`config.mk`:
```
export PLATFORM = sky130hd
export DESIGN_NAME = cpu_top
export DESIGN_NICKNAME = d
export VERILOG_FILES = /design/src/common/cpu_pkg.sv /design/src/common/alu_if.sv /design/src/core/cpu_decoder.sv /design/src/design/cpu_alu.sv /design/src/core/cpu_sequencer.sv /design/src/design/cpu_top.sv
export SDC_FILE = /design/constraint.sdc
export NUM_CORES = 1
export LEC_CHECK = 0
export BUFFER_PORTS_ARGS = -buffer_cell sky130_fd_sc_hd__buf_2
export CORE_MARGIN = 4
export CORE_UTILIZATION = 60
export DETAILED_ROUTE_END_ITERATION = 6
export PLACE_DENSITY = 0.78
export SLEW_MARGIN = 0
export SYNTH_ARGS = -nofsm -noshare
export SYNTH_HDL_FRONTEND = slang
export SYNTH_SLANG_ARGS = --single-unit
```
`constraint.sdc`:
```
create_clock -name clk -period 5.1 [get_ports clk]
set_input_delay 0.255 -clock clk [delete_from_list [all_inputs] [get_ports clk]]
set_output_delay 0.255 -clock clk [all_outputs]
set_load 0.03 [all_outputs]
```
`src/common/cpu_pkg.sv`:
```
// --------------------------------------------------------------------------
// CPU shared definitions
// Bus widths, reset vector addresses, opcode encodings, sequencer states,
// ALU operations and the instruction classes used by the decoder
// --------------------------------------------------------------------------

package cpu_pkg;

  // Bus widths
  localparam int ADDR_W = 16;
  localparam int DATA_W = 8;

  typedef logic [ADDR_W-1:0] addr_t;
  typedef logic [DATA_W-1:0] data_t;

  // Reset vector, low byte first as on the 6502
  localparam addr_t RESET_VECTOR_LO = 16'hFFFC;
  localparam addr_t RESET_VECTOR_HI = 16'hFFFD;

  // Kept opcodes, standard 6502 encodings
  typedef enum logic [7:0] {
    OP_LDA = 8'hAD,
    OP_STA = 8'h8D,
    OP_ADC = 8'h6D,
    OP_AND = 8'h2D,
    OP_ORA = 8'h0D,
    OP_EOR = 8'h4D,
    OP_INC = 8'hEE,
    OP_DEC = 8'hCE,
    OP_JMP = 8'h4C,
    OP_CLC = 8'h18,
    OP_NOP = 8'hEA
  } opcode_e;

  // Sequencer states, one bit per state
  typedef enum logic [9:0] {
    ST_RESET    = 10'b00_0000_0001,
    ST_VECTOR_1 = 10'b00_0000_0010,
    ST_VECTOR_2 = 10'b00_0000_0100,
    ST_FETCH    = 10'b00_0000_1000,
    ST_DECODE   = 10'b00_0001_0000,
    ST_ABS_1    = 10'b00_0010_0000,
    ST_ABS_2    = 10'b00_0100_0000,
    ST_ABS_3    = 10'b00_1000_0000,
    ST_ABS_4    = 10'b01_0000_0000,
    ST_HALT     = 10'b10_0000_0000
  } state_e;

  // ALU operations
  typedef enum logic [2:0] {
    ALU_PASS = 3'd0,
    ALU_ADD  = 3'd1,
    ALU_SUB  = 3'd2,
    ALU_AND  = 3'd3,
    ALU_OR   = 3'd4,
    ALU_XOR  = 3'd5
  } alu_op_e;

  // Path taken through the sequencer after DECODE
  typedef enum logic [2:0] {
    CLS_IMPLIED   = 3'd0,
    CLS_ABS_READ  = 3'd1,
    CLS_ABS_STORE = 3'd2,
    CLS_ABS_RMW   = 3'd3,
    CLS_ABS_JUMP  = 3'd4,
    CLS_ILLEGAL   = 3'd5
  } instr_class_e;

endpackage

```
`src/common/alu_if.sv`:
```
// --------------------------------------------------------------------------
// ALU request and result bundle between sequencer and ALU
// Operands are registered by the sequencer, the result is combinational
// --------------------------------------------------------------------------

`timescale 1ns/10ps

interface alu_if;

  // Request, registered in the sequencer
  cpu_pkg::alu_op_e op;
  cpu_pkg::data_t   a;
  cpu_pkg::data_t   b;
  logic             carry_in;

  // Result, valid the cycle after the operands load
  cpu_pkg::data_t   y;
  logic             carry_out;

  modport seq (
    output op, a, b, carry_in,
    input  y, carry_out
  );

  modport alu (
    input  op, a, b, carry_in,
    output y, carry_out
  );

endinterface

```
`src/core/cpu_decoder.sv`:
```
// --------------------------------------------------------------------------
// CPU instruction decoder
// Maps an opcode to its sequencer path, ALU operation and write-back
// --------------------------------------------------------------------------

`timescale 1ns/10ps

module cpu_decoder (
  input  cpu_pkg::opcode_e      ir,
  output cpu_pkg::instr_class_e instr_class,
  output cpu_pkg::alu_op_e      alu_op,
  output logic                  writes_acc,
  output logic                  writes_carry,
  output logic                  uses_carry,
  output logic                  operand_is_one
);

  always_comb begin
    // Defaults cover STA, JMP and NOP almost entirely
    instr_class    = cpu_pkg::CLS_ILLEGAL;
    alu_op         = cpu_pkg::ALU_PASS;
    writes_acc     = 1'b0;
    writes_carry   = 1'b0;
    uses_carry     = 1'b0;
    operand_is_one = 1'b0;

    case (ir)
      // Loads go through the ALU as a pass of the memory byte
      cpu_pkg::OP_LDA: begin
        instr_class = cpu_pkg::CLS_ABS_READ;
        writes_acc  = 1'b1;
      end
      cpu_pkg::OP_STA: instr_class = cpu_pkg::CLS_ABS_STORE;
      // Only ADC both reads and updates carry
      cpu_pkg::OP_ADC: begin
        instr_class  = cpu_pkg::CLS_ABS_READ;
        alu_op       = cpu_pkg::ALU_ADD;
        writes_acc   = 1'b1;
        writes_carry = 1'b1;
        uses_carry   = 1'b1;
      end
      cpu_pkg::OP_AND: begin
        instr_class = cpu_pkg::CLS_ABS_READ;
        alu_op      = cpu_pkg::ALU_AND;
        writes_acc  = 1'b1;
      end
      cpu_pkg::OP_ORA: begin
        instr_class = cpu_pkg::CLS_ABS_READ;
        alu_op      = cpu_pkg::ALU_OR;
        writes_acc  = 1'b1;
      end
      cpu_pkg::OP_EOR: begin
        instr_class = cpu_pkg::CLS_ABS_READ;
        alu_op      = cpu_pkg::ALU_XOR;
        writes_acc  = 1'b1;
      end
      // Memory byte plus or minus a constant one, carry untouched
      cpu_pkg::OP_INC: begin
        instr_class    = cpu_pkg::CLS_ABS_RMW;
        alu_op         = cpu_pkg::ALU_ADD;
        operand_is_one = 1'b1;
      end
      cpu_pkg::OP_DEC: begin
        instr_class    = cpu_pkg::CLS_ABS_RMW;
        alu_op         = cpu_pkg::ALU_SUB;
        operand_is_one = 1'b1;
      end
      cpu_pkg::OP_JMP: instr_class = cpu_pkg::CLS_ABS_JUMP;
      // CLC writes carry with no ALU use, which clears it
      cpu_pkg::OP_CLC: begin
        instr_class  = cpu_pkg::CLS_IMPLIED;
        writes_carry = 1'b1;
      end
      cpu_pkg::OP_NOP: instr_class = cpu_pkg::CLS_IMPLIED;
      default: begin
      end
    endcase
  end

endmodule

```
`src/design/cpu_alu.sv`:
```
// --------------------------------------------------------------------------
// CPU arithmetic and logic unit
// 8-bit add, subtract, bitwise logic and pass on registered operands
// --------------------------------------------------------------------------

`timescale 1ns/10ps

module cpu_alu (
  alu_if.alu alu
);

  // Nine bits to keep the carry out of the adder
  logic [cpu_pkg::DATA_W:0] sum;
  cpu_pkg::data_t           addend;

  // Subtract is add of the inverted operand
  always_comb begin
    if (alu.op == cpu_pkg::ALU_SUB) begin
      addend = ~alu.b;
    end else begin
      addend = alu.b;
    end
  end

  assign sum = {1'b0, alu.a} + {1'b0, addend} + {{cpu_pkg::DATA_W{1'b0}}, alu.carry_in};

  // --------------------------------------------------------------------------
  // Result select
  // --------------------------------------------------------------------------

  always_comb begin
    alu.y         = '0;
    alu.carry_out = 1'b0;
    case (alu.op)
      cpu_pkg::ALU_PASS: begin
        alu.y = alu.b;
      end
      cpu_pkg::ALU_ADD,
      cpu_pkg::ALU_SUB: begin
        alu.y         = sum[cpu_pkg::DATA_W-1:0];
        alu.carry_out = sum[cpu_pkg::DATA_W];
      end
      // Logic operations leave carry out low
      cpu_pkg::ALU_AND: begin
        alu.y = alu.a & alu.b;
      end
      cpu_pkg::ALU_OR: begin
        alu.y = alu.a | alu.b;
      end
      cpu_pkg::ALU_XOR: begin
        alu.y = alu.a ^ alu.b;
      end
      default: begin
        alu.y = alu.b;
      end
    endcase
  end

endmodule

```
`src/core/cpu_sequencer.sv`:
```
// --------------------------------------------------------------------------
// CPU instruction sequencer
// Reset vector fetch, instruction fetch and decode, absolute addressing
// sequences, accumulator and carry write-back, halt on illegal opcodes
// --------------------------------------------------------------------------

`timescale 1ns/10ps

module cpu_sequencer (
  input  logic           clk,
  input  logic           resetn,
  input  cpu_pkg::data_t rd_data,
  output cpu_pkg::addr_t address,
  output cpu_pkg::data_t wr_data,
  output logic           wr_enable,
  output logic           halted,
  alu_if.seq             alu
);

  // Architectural registers
  cpu_pkg::addr_t  pc;
  cpu_pkg::opcode_e ir;
  cpu_pkg::data_t  acc;
  logic            carry;

  // Absolute operand bytes
  cpu_pkg::data_t  operand_lo;
  cpu_pkg::data_t  operand_hi;

  cpu_pkg::state_e state;
  cpu_pkg::state_e next_state;

  // Decoder outputs for the opcode held in ir
  cpu_pkg::instr_class_e instr_class;
  cpu_pkg::alu_op_e      alu_op;
  logic                  writes_acc;
  logic                  writes_carry;
  logic                  uses_carry;
  logic                  operand_is_one;

  // --------------------------------------------------------------------------
  // Opcode decode
  // --------------------------------------------------------------------------

  // During FETCH ir still holds the previous instruction, so these outputs
  // describe the pending write-back there and the new opcode from DECODE on
  cpu_decoder i_cpu_decoder (
    .ir             (ir),
    .instr_class    (instr_class),
    .alu_op         (alu_op),
    .writes_acc     (writes_acc),
    .writes_carry   (writes_carry),
    .uses_carry     (uses_carry),
    .operand_is_one (operand_is_one)
  );

  // --------------------------------------------------------------------------
  // Next state
  // --------------------------------------------------------------------------

  always_comb begin
    next_state = state;
    case (state)
      cpu_pkg::ST_RESET:    next_state = cpu_pkg::ST_VECTOR_1;
      cpu_pkg::ST_VECTOR_1: next_state = cpu_pkg::ST_VECTOR_2;
      cpu_pkg::ST_VECTOR_2: next_state = cpu_pkg::ST_FETCH;
      cpu_pkg::ST_FETCH:    next_state = cpu_pkg::ST_DECODE;
      cpu_pkg::ST_DECODE: begin
        // Implied instructions finish here
        if (instr_class == cpu_pkg::CLS_IMPLIED) begin
          next_state = cpu_pkg::ST_FETCH;
        end else if (instr_class == cpu_pkg::CLS_ILLEGAL) begin
          next_state = cpu_pkg::ST_HALT;
        end else begin
          next_state = cpu_pkg::ST_ABS_1;
        end
      end
      cpu_pkg::ST_ABS_1: begin
        // JMP is a 3-cycle instruction
        if (instr_class == cpu_pkg::CLS_ABS_JUMP) begin
          next_state = cpu_pkg::ST_FETCH;
        end else begin
          next_state = cpu_pkg::ST_ABS_2;
        end
      end
      cpu_pkg::ST_ABS_2: begin
        // Only read-modify-write continues past ABS_2
        if (instr_class == cpu_pkg::CLS_ABS_RMW) begin
          next_state = cpu_pkg::ST_ABS_3;
        end else begin
          next_state = cpu_pkg::ST_FETCH;
        end
      end
      cpu_pkg::ST_ABS_3:    next_state = cpu_pkg::ST_ABS_4;
      cpu_pkg::ST_ABS_4:    next_state = cpu_pkg::ST_FETCH;
      cpu_pkg::ST_HALT:     next_state = cpu_pkg::ST_HALT;
      default:              next_state = cpu_pkg::ST_HALT;
    endcase
  end

  // --------------------------------------------------------------------------
  // Control registers, PC, address bus and flags
  // --------------------------------------------------------------------------

  always_ff @(posedge clk) begin
    if (!resetn) begin
      state     <= cpu_pkg::ST_RESET;
      // Vector low byte is already on the bus when reset releases
      address   <= cpu_pkg::RESET_VECTOR_LO;
      wr_enable <= 1'b0;
      halted    <= 1'b0;
      // NOP in ir keeps the first FETCH from writing anything back
      ir        <= cpu_pkg::OP_NOP;
      carry     <= 1'b0;
      pc        <= '0;
    end else begin
      state <= next_state;
      case (state)
        cpu_pkg::ST_VECTOR_1: begin
          pc[7:0] <= rd_data;
          address <= cpu_pkg::RESET_VECTOR_HI;
        end
        cpu_pkg::ST_VECTOR_2: begin
          pc[15:8] <= rd_data;
          address  <= {rd_data, pc[7:0]};
        end
        cpu_pkg::ST_FETCH: begin
          ir      <= cpu_pkg::opcode_e'(rd_data);
          address <= pc + cpu_pkg::ADDR_W'(1);
          // ADC takes carry from the ALU, CLC marks carry without it and clears
          if (writes_carry) begin
            carry <= alu.carry_out & uses_carry;
          end
        end
        cpu_pkg::ST_DECODE: begin
          if (instr_class == cpu_pkg::CLS_IMPLIED) begin
            pc      <= pc + cpu_pkg::ADDR_W'(1);
            address <= pc + cpu_pkg::ADDR_W'(1);
          end else if (instr_class == cpu_pkg::CLS_ILLEGAL) begin
            halted <= 1'b1;
          end else begin
            address <= pc + cpu_pkg::ADDR_W'(2);
          end
        end
        cpu_pkg::ST_ABS_1: begin
          address <= {rd_data, operand_lo};
          if (instr_class == cpu_pkg::CLS_ABS_JUMP) begin
            pc <= {rd_data, operand_lo};
          end
          // STA drives its write strobe for exactly ABS_2
          if (instr_class == cpu_pkg::CLS_ABS_STORE) begin
            wr_enable <= 1'b1;
          end
        end
        cpu_pkg::ST_ABS_2: begin
          wr_enable <= 1'b0;
          // RMW keeps the operand address for the write in ABS_4
          if (instr_class != cpu_pkg::CLS_ABS_RMW) begin
            pc      <= pc + cpu_pkg::ADDR_W'(3);
            address <= pc + cpu_pkg::ADDR_W'(3);
          end
        end
        cpu_pkg::ST_ABS_3: begin
          address   <= {operand_hi, operand_lo};
          wr_enable <= 1'b1;
        end
        cpu_pkg::ST_ABS_4: begin
          wr_enable <= 1'b0;
          pc        <= pc + cpu_pkg::ADDR_W'(3);
          address   <= pc + cpu_pkg::ADDR_W'(3);
        end
        default: begin
        end
      endcase
    end
  end

  // --------------------------------------------------------------------------
  // Accumulator, operand latches, write data and ALU operands
  // --------------------------------------------------------------------------

  always_ff @(posedge clk) begin
    case (state)
      cpu_pkg::ST_FETCH: begin
        // Result of the previous instruction lands while this one is fetched
        if (writes_acc) begin
          acc <= alu.y;
        end
      end
      cpu_pkg::ST_DECODE: begin
        operand_lo <= rd_data;
      end
      cpu_pkg::ST_ABS_1: begin
        operand_hi <= rd_data;
        wr_data    <= acc;
      end
      cpu_pkg::ST_ABS_2: begin
        // INC and DEC work on the memory byte, the others on A and memory
        alu.op <= alu_op;
        alu.a  <= operand_is_one ? rd_data : acc;
        alu.b  <= operand_is_one ? cpu_pkg::DATA_W'(1) : rd_data;
        // Subtraction needs carry in set for a true two's complement
        alu.carry_in <= uses_carry ? carry : (alu_op == cpu_pkg::ALU_SUB);
      end
      cpu_pkg::ST_ABS_3: begin
        wr_data <= alu.y;
      end
      default: begin
      end
    endcase
  end

endmodule

```
`src/design/cpu_top.sv`:
```
// --------------------------------------------------------------------------
// CPU top level
// Reduced 6502-style core: instruction sequencer plus internal ALU,
// with an asynchronous-read memory bus and a halt indication
// --------------------------------------------------------------------------

`timescale 1ns/10ps

module cpu_top (
  input  logic           clk,
  input  logic           resetn,
  input  cpu_pkg::data_t rd_data,
  output cpu_pkg::addr_t address,
  output cpu_pkg::data_t wr_data,
  output logic           wr_enable,
  output logic           halted
);

  // --------------------------------------------------------------------------
  // Sequencer to ALU link
  // --------------------------------------------------------------------------

  alu_if i_alu_if ();

  // --------------------------------------------------------------------------
  // Instruction sequencer, owns the memory bus
  // --------------------------------------------------------------------------

  cpu_sequencer i_cpu_sequencer (
    .clk       (clk),
    .resetn    (resetn),
    .rd_data   (rd_data),
    .address   (address),
    .wr_data   (wr_data),
    .wr_enable (wr_enable),
    .halted    (halted),
    .alu       (i_alu_if.seq)
  );

  // --------------------------------------------------------------------------
  // Arithmetic and logic unit
  // --------------------------------------------------------------------------

  cpu_alu i_cpu_alu (
    .alu (i_alu_if.alu)
  );

endmodule

```
==> metrics.cfg <==
[status]
status = complete, no violations

[clock_tree]
cts_hold_buf = 0
cts.clk_slew.worst_paths_ps = 80
h-tree-depth = 3
postCtsSetupBuffers = 0
clk_path_buf_depth = 2
clk_latency_ps = 360
cts_num_sinks = 105
cts_made_buffers = 9
cts_root_buf = clkbuf_16
postCtsResizedCells = 0
cts_tree = yes

[final_layout]
multi_input_area_sq_mm = 0.00384
fillers = 901
final_cell_mix = 71 x nor2_1, 61 x nand2_1, 53 x dfxtp_1
seq_area_sq_mm = 0.00262
diodes = 0
final_common_cell = nor2_1
layout-drive-gt1-share = 0.139
syn_to_final_growth_pct = 7.56
final_nets = 790

[yosys]
synthMuxAreaShare = 0.0323
async_flop_share = 0
synth_edf_count = 52
synthDistinctLibCells = 86
synth-simple-area-share = 0.192
synth_top_family_by_area = compound AO/OA/AOI/OAI gates
syn_area_sq_mm = 0.00679
yosys_warnings = 0
synth-seq-cells = 105
synthFlopType = dfxtp_1
synth-compound-area-share = 0.237
avgSynthCellArea_sq_um = 9.10
syn_inst = 746
synthXorXnorAreaFrac = 0.0452
ys_seq_area_frac = 0.386
synth_nets = 785
synthAdderAreaFrac = 0.0557

[floorplanning]
die_w_microns = 114
initial_core_util = 0.621
core-area_sq_mm = 0.0109
rows = 38
io-pin-count = 36
dieArea_sq_mm = 0.0131
die_h_microns = 114

[sta]
fin_crit_sh = 0.683
setup_viol = 0
fmax_mhz = 287
finalSetupTns_ps = 0
period_needed_ps = 3480
rsz0062_at_grt = false
finalClockSkew_ps = 10.6
hold_viol_final = 0
drv_slew = 0
worst_slew_pin_slew_ps = 995
slew_headroom = 0.336

[grt]
antenna_found_initial = 0
grt_start_max_net_pins = 27
gr-total-overflow = 0
grt_pass1_vias = 5710
grt.total_usage = 0.290
grt_pass1_wl_microns = 30000

[detailed_routing]
vias_per_cell = 6.73
drc = 0
vias = 6032
drt_pass1_iterations = 6
wl_per_cell_microns = 20.8
antenna_left = 0
wirelength_microns = 18700
drtIter0Drc = 735

[critical_path]
critPathLaunchType = flip-flop
rr_endpoint = i_cpu_sequencer.wr_data[6]
path_max_fanout = 22
path_class = flip-flop to flip-flop
rrSetupSlack_ps = 1620
cp-end-kind = flip-flop
rr_worst_depth = 11
reg2reg_from = i_cpu_sequencer.alu.op[2]
crit_arrival_ps = 3600
cp.required_ps = 5210
endpoint = i_cpu_sequencer.wr_data[6]
startpoint = i_cpu_sequencer.alu.op[2]

[power]
power_uw = 1710
peakVddDrop_mv = 0.188
p_leak_uw = 0.00268
power.density_mw_per_mm2 = 234

[place]
gp_congestion = 0.907
io_buffers = 35
dp_hpwl_microns = 13100

[hold_path]
whs_path_depth = 1
hold_path_class = input pin to flip-flop

[job]
drv_cap = 0

[cells by family (layout without fill, tap and decap cells)]
kind of cell	after synthesis	after routing
xor gates and xnor gates	35	35
buffers and inverters	78	88
AOI/OAI and AO/OA	221	221
DFF	105	105
and+or+nand+nor	258	258
muxes	20	20
adders and majority gates	29	29
[where the power goes]
part	switching [uW]	total, uW	internal [uW]
combinational	47.8	72.8	25.0
sequential	12.9	898	885
clock	344	736	392
total	404	1710	1300
[cell type report]
cell class,count,share of cell area
clock buffers,9,0.0308
clock inverters,7,0.0120
inverters,30,0.0171
multi-input cells,563,0.526
flip-flops and latches,105,0.359
well taps,140,0.0240
repair buffers,42,0.0312
[how the worst min path moves through the flow]
stage	slack, ps	from	endpoint
2_1_floorplan	350	rd_data[0]	i_cpu_sequencer.operand_hi[0]
4_1_cts	240	rd_data[2]	i_cpu_sequencer.operand_hi[2]
3_5_place_dp	440	i_cpu_sequencer.halted	i_cpu_sequencer.halted
3_3_place_gp	440	i_cpu_sequencer.halted	i_cpu_sequencer.halted
6_report	250	rd_data[2]	i_cpu_sequencer.operand_hi[2]
5_1_grt	250	rd_data[2]	i_cpu_sequencer.operand_hi[2]
[metrics by stage]
step                      hold WS [ps]  utilization  instance area (sq um)  cells  setup WS, ps
after floorplan                    354            -                   6790    746           472
after global placement             435        0.639                   6990    880          1790
after detailed placement           441        0.639                   6990    880          1640
after CTS                          242        0.668                   7300    896          1650
after global routing               247        0.668                   7300    896          1370
final                              247        0.668                   7300    896          1620
[worst max-delay path, stage by stage, from the launching register on]
cell,delay [ps]
edfxtp_1,670
nor3b_1,390
xnor2_1,190
fa_1,250
inv_1,70
fa_1,390
a21o_1,170
a21o_1,200
a21oi_1,210
nor4_1,70
o32a_1,350
mux2_2,270
[synthesized netlist by cell type (7+ instances only)]
library cell,number,area share
a221oi_1,8,0.010
dfxtp_1,53,0.16
nor3_1,26,0.019
a21oi_1,42,0.031
or3_1,9,0.0083
xnor2_1,22,0.028
nor2_1,71,0.039
clkbuf_1,28,0.015
nor2b_1,14,0.013
nand4_1,8,0.0074
nand2_1,61,0.034
buf_2,8,0.0059
o211ai_1,7,0.0077
a2bb2oi_1,8,0.010
inv_1,28,0.015
edfxtp_1,52,0.23
a222oi_1,8,0.012
nor4_1,12,0.011
and3_1,8,0.0074
xor2_1,13,0.017
a21o_1,15,0.017
buf_1,7,0.0039
a211oi_1,16,0.018
nand3_1,10,0.0074
o21ai_0,49,0.036
mux2_2,15,0.025
ha_1,27,0.050
nand2b_1,8,0.0074
[routing by layer]
metal	vias up	wire [microns]	track usage
met3	57	1790	0.0560
met1	2824	7500	0.383
met2	356	8670	0.466
li1	2795	-	-
met4	0	711	0.124
met5	-	0	0
[state kept, by name, indices dropped and copies added (netlist names)]
signal                        count
i_cpu_sequencer.wr_enable         1
i_cpu_sequencer.carry             1
i_cpu_sequencer.alu.op            3
i_cpu_sequencer.state            10
i_cpu_sequencer.alu.carry_in      1
i_cpu_sequencer.alu.a             8
i_cpu_sequencer.pc               16
i_cpu_sequencer.operand_hi        8
i_cpu_sequencer.alu.b             8
i_cpu_sequencer.address          16
i_cpu_sequencer.wr_data           8
i_cpu_sequencer.operand_lo        8
i_cpu_sequencer.halted            1
i_cpu_sequencer.acc               8
i_cpu_sequencer.ir                8
No activity file was read; power rests on OpenSTA's default activity.
